## config.mk

```make
export PLATFORM = sky130hd
export DESIGN_NAME = mbus_layer
export DESIGN_NICKNAME = d
export VERILOG_FILES = /design/src/mbus_pkg.sv /design/src/mbus_layer.sv /design/src/mbus_ctrl_filter.sv /design/src/mbus_rx_deframer.sv /design/src/mbus_tx_framer.sv /design/src/mbus_bit_timer.sv
export SDC_FILE = /design/constraint.sdc
export NUM_CORES = 1
export LEC_CHECK = 0
export BUFFER_PORTS_ARGS = -buffer_cell sky130_fd_sc_hd__buf_2
export CORE_UTILIZATION = 40
export DETAILED_ROUTE_END_ITERATION = 16
export SYNTH_ARGS = -nofsm -noshare
export SYNTH_HDL_FRONTEND = slang
export SYNTH_HIERARCHICAL = 1
export SYNTH_SLANG_ARGS = --single-unit
export TNS_END_PERCENT = 20
```

## constraint.sdc

```tcl
create_clock -name CLK_EXT -period 5.3 [get_ports CLK_EXT]
set_input_delay 0.795 -clock CLK_EXT [delete_from_list [all_inputs] [get_ports CLK_EXT]]
set_output_delay 0.795 -clock CLK_EXT [all_outputs]
set_load 0.005 [all_outputs]
```

## src/mbus_pkg.sv

```systemverilog
/*
 * mbus shared definitions.
 * message types, address fields, frame constants and the
 * state encodings of the framer and deframer.
 */

`default_nettype none

package mbus_pkg;

	// address is prefix in the high nibble, function id in the low nibble.
	typedef logic [7:0]  addr_t;
	typedef logic [3:0]  prefix_t;
	typedef logic [3:0]  func_t;
	typedef logic [31:0] data_t;

	// counts bits within one frame.
	typedef logic [5:0]  bit_cnt_t;

	typedef struct packed {
		addr_t addr;
		data_t data;
	} mbus_msg_t;

	// prefix zero addresses every node.
	localparam prefix_t BCAST_PREFIX = 4'h0;

	// control channel on broadcast.
	localparam func_t CTRL_FUNC = 4'h0;

	// start, 8 address, 32 data, parity, stop.
	localparam bit_cnt_t FRAME_BITS = 6'd43;

	typedef enum logic [1:0] {
		TX_IDLE,
		TX_SHIFT,
		TX_DONE
	} tx_state_t;

	typedef enum logic [1:0] {
		RX_HUNT,
		RX_SHIFT,
		RX_CHECK
	} rx_state_t;

endpackage

`default_nettype wire
```

## src/mbus_layer.sv

```systemverilog
/*
 * mbus layer top, master mode.
 * framer to bus, bus to deframer, deframer to control filter,
 * all timed by one bit timer on CLK_EXT.
 */

`default_nettype none

module mbus_layer #(
	parameter int BIT_CYCLES = 4
) (
	input  logic                CLK_EXT,
	input  logic                RESETn_local,
	input  logic                din,
	input  logic                tx_req,
	input  logic                rx_ack,
	input  mbus_pkg::mbus_msg_t tx_msg,
	output logic                dout,
	output logic                clkout,
	output logic                tx_ack,
	output logic                rx_req,
	output logic                rx_broadcast,
	output logic                rx_fail,
	output mbus_pkg::mbus_msg_t rx_msg,
	output logic [1:0]          ctrl_bits
);

	logic                bit_start;
	logic                bit_mid;
	logic                run;
	logic                frame_req;
	logic                frame_ack;
	mbus_pkg::mbus_msg_t rx_frame;

	mbus_bit_timer #(
		.BIT_CYCLES(BIT_CYCLES)
	) timer_i (
		.CLK_EXT(CLK_EXT),
		.RESETn_local(RESETn_local),
		.run(run),
		.bit_start(bit_start),
		.bit_mid(bit_mid),
		.clkout(clkout)
	);

	mbus_tx_framer framer_i (
		.CLK_EXT(CLK_EXT),
		.RESETn_local(RESETn_local),
		.tx_req(tx_req),
		.bit_start(bit_start),
		.tx_msg(tx_msg),
		.tx_ack(tx_ack),
		.dout(dout),
		.run(run),
		.tx_done()
	);

	mbus_rx_deframer deframer_i (
		.CLK_EXT(CLK_EXT),
		.RESETn_local(RESETn_local),
		.din(din),
		.bit_mid(bit_mid),
		.frame_ack(frame_ack),
		.frame_req(frame_req),
		.rx_fail(rx_fail),
		.rx_frame(rx_frame)
	);

	mbus_ctrl_filter filter_i (
		.CLK_EXT(CLK_EXT),
		.RESETn_local(RESETn_local),
		.frame_req(frame_req),
		.rx_ack(rx_ack),
		.rx_frame(rx_frame),
		.frame_ack(frame_ack),
		.rx_req(rx_req),
		.rx_broadcast(rx_broadcast),
		.rx_msg(rx_msg),
		.ctrl_bits(ctrl_bits)
	);

endmodule

`default_nettype wire

```

## src/mbus_ctrl_filter.sv

```systemverilog
/*
 * mbus control channel filter.
 * holds one received message, absorbs control broadcasts and
 * keeps their control bits, forwards the rest to the host.
 */

`default_nettype none

module mbus_ctrl_filter (
	input  logic                CLK_EXT,
	input  logic                RESETn_local,
	input  logic                frame_req,
	input  logic                rx_ack,
	input  mbus_pkg::mbus_msg_t rx_frame,
	output logic                frame_ack,
	output logic                rx_req,
	output logic                rx_broadcast,
	output mbus_pkg::mbus_msg_t rx_msg,
	output logic [1:0]          ctrl_bits
);

	mbus_pkg::prefix_t held_prefix;
	mbus_pkg::func_t   held_func;
	logic              full;
	logic              host_done;
	logic              accept;
	logic              is_ctrl;

	assign {held_prefix, held_func} = rx_msg.addr;

	assign is_ctrl = (held_prefix == mbus_pkg::BCAST_PREFIX) &&
		(held_func == mbus_pkg::CTRL_FUNC);

	// no accept while the holding register is in use.
	assign accept = frame_req && !frame_ack && !full;

	always_ff @(posedge CLK_EXT)
	begin
		if (accept)
			rx_msg <= rx_frame;
	end

	always_ff @(posedge CLK_EXT or negedge RESETn_local)
	begin
		if (!RESETn_local)
		begin
			frame_ack    <= 1'b0;
			full         <= 1'b0;
			host_done    <= 1'b0;
			rx_req       <= 1'b0;
			rx_broadcast <= 1'b0;
			ctrl_bits    <= 2'b00;
		end
		else
		begin
			if (accept)
			begin
				frame_ack <= 1'b1;
				full      <= 1'b1;
			end
			else if (frame_ack && !frame_req)
				frame_ack <= 1'b0;

			if (full)
			begin
				if (is_ctrl)
				begin
					ctrl_bits <= rx_msg.data[1:0];
					full      <= 1'b0;
				end
				else if (host_done)
				begin
					// host dropped ack, handshake closed.
					if (!rx_ack)
					begin
						host_done <= 1'b0;
						full      <= 1'b0;
					end
				end
				else if (rx_req)
				begin
					if (rx_ack)
					begin
						rx_req    <= 1'b0;
						host_done <= 1'b1;
					end
				end
				else
				begin
					rx_req       <= 1'b1;
					rx_broadcast <= (held_prefix == mbus_pkg::BCAST_PREFIX);
				end
			end
		end
	end

endmodule

`default_nettype wire

```

## src/mbus_rx_deframer.sv

```systemverilog
/*
 * mbus receive deframer.
 * samples din at mid-bit, rebuilds the frame, checks parity and
 * stop bit and offers good messages by four-phase req/ack.
 */

`default_nettype none

module mbus_rx_deframer (
	input  logic                CLK_EXT,
	input  logic                RESETn_local,
	input  logic                din,
	input  logic                bit_mid,
	input  logic                frame_ack,
	output logic                frame_req,
	output logic                rx_fail,
	output mbus_pkg::mbus_msg_t rx_frame
);

	// bits that follow the start bit.
	localparam int BODY_BITS = mbus_pkg::FRAME_BITS - 1;
	localparam mbus_pkg::bit_cnt_t LAST_BIT = mbus_pkg::FRAME_BITS - 6'd2;

	mbus_pkg::rx_state_t  state;
	mbus_pkg::bit_cnt_t   bit_cnt;
	logic [BODY_BITS-1:0] shreg;
	logic                 frame_ok;
	logic                 out_free;
	logic                 deliver;

	// address, data and parity give even weight, stop is high.
	assign frame_ok = !(^shreg[BODY_BITS-1:1]) && shreg[0];

	// previous handshake fully closed.
	assign out_free = !frame_req && !frame_ack;

	assign deliver = (state == mbus_pkg::RX_CHECK) && frame_ok && out_free;

	always_ff @(posedge CLK_EXT)
	begin
		if ((state == mbus_pkg::RX_SHIFT) && bit_mid)
			shreg <= {shreg[BODY_BITS-2:0], din};
		if (deliver)
			rx_frame <= shreg[BODY_BITS-1:2];
	end

	always_ff @(posedge CLK_EXT or negedge RESETn_local)
	begin
		if (!RESETn_local)
		begin
			state     <= mbus_pkg::RX_HUNT;
			bit_cnt   <= '0;
			frame_req <= 1'b0;
			rx_fail   <= 1'b0;
		end
		else
		begin
			rx_fail <= 1'b0;
			if (deliver)
				frame_req <= 1'b1;
			else if (frame_req && frame_ack)
				frame_req <= 1'b0;

			case (state)
				mbus_pkg::RX_HUNT:
				begin
					if (bit_mid && !din)
					begin
						state   <= mbus_pkg::RX_SHIFT;
						bit_cnt <= '0;
					end
				end
				mbus_pkg::RX_SHIFT:
				begin
					if (bit_mid)
					begin
						bit_cnt <= bit_cnt + 1'b1;
						if (bit_cnt == LAST_BIT)
							state <= mbus_pkg::RX_CHECK;
					end
				end
				mbus_pkg::RX_CHECK:
				begin
					// bad frame or overrun, frame dropped.
					if (!deliver)
						rx_fail <= 1'b1;
					state <= mbus_pkg::RX_HUNT;
				end
				default:
					state <= mbus_pkg::RX_HUNT;
			endcase
		end
	end

endmodule

`default_nettype wire

```

## src/mbus_tx_framer.sv

```systemverilog
/*
 * mbus transmit framer.
 * takes one host message by four-phase req/ack, adds start,
 * parity and stop bits and shifts the frame out MSB first.
 */

`default_nettype none

module mbus_tx_framer (
	input  logic                CLK_EXT,
	input  logic                RESETn_local,
	input  logic                tx_req,
	input  logic                bit_start,
	input  mbus_pkg::mbus_msg_t tx_msg,
	output logic                tx_ack,
	output logic                dout,
	output logic                run,
	output logic                tx_done
);

	mbus_pkg::tx_state_t state;
	mbus_pkg::bit_cnt_t  bit_cnt;
	logic                loaded;
	logic                parity;
	logic                accept;
	logic                shift_en;
	logic [mbus_pkg::FRAME_BITS-1:0] frame_q;

	// even parity over address and data.
	assign parity = ^{tx_msg.addr, tx_msg.data};

	assign accept = (state == mbus_pkg::TX_IDLE) && !loaded && tx_req && !tx_ack;

	// first bit leaves from idle, the rest from shift.
	assign shift_en = bit_start &&
		(((state == mbus_pkg::TX_IDLE) && loaded) ||
		((state == mbus_pkg::TX_SHIFT) && (bit_cnt != mbus_pkg::FRAME_BITS)));

	always_ff @(posedge CLK_EXT)
	begin
		if (accept)
			frame_q <= {1'b0, tx_msg.addr, tx_msg.data, parity, 1'b1};
		else if (shift_en)
			frame_q <= {frame_q[mbus_pkg::FRAME_BITS-2:0], 1'b1};
	end

	always_ff @(posedge CLK_EXT or negedge RESETn_local)
	begin
		if (!RESETn_local)
		begin
			state   <= mbus_pkg::TX_IDLE;
			bit_cnt <= '0;
			loaded  <= 1'b0;
			tx_ack  <= 1'b0;
			dout    <= 1'b1;
			run     <= 1'b0;
			tx_done <= 1'b0;
		end
		else
		begin
			tx_done <= 1'b0;
			if (accept)
			begin
				tx_ack <= 1'b1;
				loaded <= 1'b1;
			end
			else if (tx_ack && !tx_req)
				tx_ack <= 1'b0;

			if (shift_en)
			begin
				dout    <= frame_q[mbus_pkg::FRAME_BITS-1];
				bit_cnt <= bit_cnt + 1'b1;
			end

			case (state)
				mbus_pkg::TX_IDLE:
				begin
					if (loaded && bit_start)
					begin
						state   <= mbus_pkg::TX_SHIFT;
						loaded  <= 1'b0;
						run     <= 1'b1;
						bit_cnt <= 6'd1;
					end
				end
				mbus_pkg::TX_SHIFT:
				begin
					// stop bit period has ended.
					if (bit_start && (bit_cnt == mbus_pkg::FRAME_BITS))
					begin
						state   <= mbus_pkg::TX_DONE;
						dout    <= 1'b1;
						run     <= 1'b0;
						tx_done <= 1'b1;
					end
				end
				default:
					state <= mbus_pkg::TX_IDLE;
			endcase
		end
	end

endmodule

`default_nettype wire

```

## src/mbus_bit_timer.sv

```systemverilog
/*
 * mbus bit timer.
 * divides CLK_EXT into bit periods, gives start and mid-bit
 * strobes and drives the bus clock while a frame is sent.
 */

`default_nettype none

module mbus_bit_timer #(
	parameter int BIT_CYCLES = 4
) (
	input  logic CLK_EXT,
	input  logic RESETn_local,
	input  logic run,
	output logic bit_start,
	output logic bit_mid,
	output logic clkout
);

	localparam int CNT_W = $clog2(BIT_CYCLES);
	localparam logic [CNT_W-1:0] LAST = CNT_W'(BIT_CYCLES - 1);
	localparam logic [CNT_W-1:0] HALF = CNT_W'(BIT_CYCLES / 2);

	logic [CNT_W-1:0] cnt;
	logic [CNT_W-1:0] cnt_next;

	// free running so the receiver can hunt while idle.
	assign cnt_next = (cnt == LAST) ? '0 : cnt + 1'b1;

	assign bit_start = (cnt == '0);
	assign bit_mid   = (cnt == HALF);

	always_ff @(posedge CLK_EXT or negedge RESETn_local)
	begin
		if (!RESETn_local)
		begin
			cnt    <= '0;
			clkout <= 1'b0;
		end
		else
		begin
			cnt <= cnt_next;
			// high in the second half of the period.
			clkout <= run && (cnt_next >= HALF);
		end
	end

endmodule

`default_nettype wire

```

==> results.txt <==
Status: complete, no violations
Reg2reg setup slack: 2.49 ns
Total negative setup slack: 0 ns
DRC: 0
Worst Skew: 0.00925 ns
Worst setup startpoint: deframer_i/shreg[14]
Leak pwr: 3.30 nW
Final hold vios: 0
Largest delay share family, worst path: XOR/XNOR gates
Max Slew Vio Count: 0
GR Overflow Total: 0
Critical Path Sink Type: flop
Crit path arrival time: 2.88 ns
Antenna violation net count after detailed routing: 0
DRT met1 WL: 6010 µm
Total vias in the final route: 4,105
Met2 wire len: 5890 µm
Vias in the first global route: 4,265
Number of gates resized after cts: 0
Avg Synthesized Cell Area: 14.7 µm²
Die Span Y: 140 µm
CTS HTree Levels: 4
Pwr Density: 359 nW/µm²
TritonCTS buffer count: 17
Worst setup SP type: flop
Full die area: 19,600 µm²
Post-Syn Nets: 568
Fin crit share: 53.0%
Placer Congestion: 0.731
Nets@finish: 674
Placed Area: 8400 µm²
ANT cells: 0
RSZ-0062 raised after global routing: false
Reg-to-reg startpoint: deframer_i/shreg[14]
Crit path kind: flop to flop
DR vias/cell: 4.72
Port Buffers: 92
Mapped Area: 7620 µm²
Sink Count: 196
Worst-skew pair later-pin latency: 0.43 ns
Core area: 18,700 µm²
Warnings, synthesis: 6
Starting Density: 40.8%
Crit path time final: 2.81 ns
VDD IR max: 0.239 mV
Slowest cell on the critical path: buf_4
Core Rows: 50
Number of I/O pins: 93
CP Buf/Inv Count: 1
Share of cells above drive strength 1: 21.7%
Relative slew slack: 23.9%
Slew @ Worst Pin: 1.13 ns
Initial antenna violation count: 1
Clock-pin slew on the worst setup and hold paths: 0.07 ns
CP Cell Sequence: xor2_1 > xnor2_1 > xnor2_1 > xnor2_1 > xnor3_1 > nor4_4 > buf_4
Iter 0 DRT Violations: 212
Min-delay worst type: input port to asynchronous set/reset pin
Slowest stage delay, CP: 0.50 ns
Fmax: 356 MHz
Post-CTS setup buffers: 0
Root buf cell: clkbuf_16
DR pass1 iterations: 5
Max layer used: met5
DR WL/cell: 14.7 µm
Dpl hpwl: 8410 µm
CTS Hold Bufs: 0
R2R cell count: 7
Cells after Synth: 517
Die W: 140 µm
Post-route cell area: 8980 µm²
CP most frequent cell: xnor2_1
Largest net degree at the start of global routing: 46
Final setup vio count: 0
Routed WL: 12,800 µm
Area added between synthesis and finish: 17.9%
First-pass GRT wire length: 21,300 µm
Clk buf depth: 2
Met3 WL: 705 µm
Worst EP required: 5.37 ns
Maxcap violations: 0
Filler instances: 1,635
Clock tree from TritonCTS: done
Reg2reg end: deframer_i/rx_frame[33]
GRT Total Usage: 14.0%
Crit-path max FO: 40
[worst max-delay path by stage]
stage,slack [ns],end,cells past startpoint
6_report,2.49,deframer_i/rx_frame[33],7
5_1_grt,2.26,framer_i/frame_q[34],6
4_1_cts,2.45,deframer_i/rx_frame[15],7
3_5_place_dp,2.21,framer_i/frame_q[22],6
3_3_place_gp,2.31,framer_i/frame_q[11],6
2_1_floorplan,1.09,deframer_i/rx_frame[0],6
[routing by layer]
layer  global-route usage, %  vias up
li1                        -     2002
met1                    18.5     1972
met2                    21.4      105
met3                    4.65       24
met4                    5.32        2
met5                       0        -
[cells in the final DEF, fill, tap and decap left out, types with 4 or more instances in the layout]
cell       instances
edfxtp_1         163
nand2_1          138
buf_2             92
xnor2_1           68
dfrtp_1           31
clkbuf_16         17
xor2_1            16
nor2_1            15
inv_1             10
inv_8              6
nand3_1            6
ha_1               6
nand4_1            5
nand2b_1           4
nor3_1             4
buf_4              4
a21oi_1            4
[state kept, by name, summed over array words and instances, names as in the netlist, 2 cells and up]
register,cells
deframer_i/rx_frame,40
filter_i/ctrl_bits,2
timer_i/cnt,2
deframer_i/shreg,42
framer_i/frame_q,42
deframer_i/state,2
filter_i/rx_msg,40
framer_i/bit_cnt,6
deframer_i/bit_cnt,6
framer_i/state,2
[where the power goes]
part / internal [mW] / total, mW / switching [mW]
registers: 1.69 / 1.74 / 0.0451
logic: 0.111 / 0.204 / 0.0929
clock network: 0.673 / 1.28 / 0.607
total: 2.48 / 3.22 / 0.745
[per-stage QoR]
step                      utilization (%)  cells  setup slack [ns]  hold WS (ns)  power (mW)
final                                48.0    870              2.49         0.407        3.22
after CTS                            48.0    870              2.45         0.417        3.27
after global placement               44.9    838              2.31         0.402        1.97
after global routing                 48.0    870              2.26         0.427        3.35
after floorplan                         -    517              1.09         0.400        1.90
after detailed placement             44.9    838              2.21         0.405        1.98
[area by class of cell]
type	count	area [µm²]	share of cell area, %
Clock inverter	14	160	1.78
Timing Repair Buffer	96	490	5.46
Clock buffer	18	429	4.78
Multi-Input combinational cell	301	1850	20.6
Tap cell	234	293	3.26
Inverter	11	41.3	0.460
Sequential cell	196	5720	63.6
No activity file was read; power rests on OpenSTA's default activity.
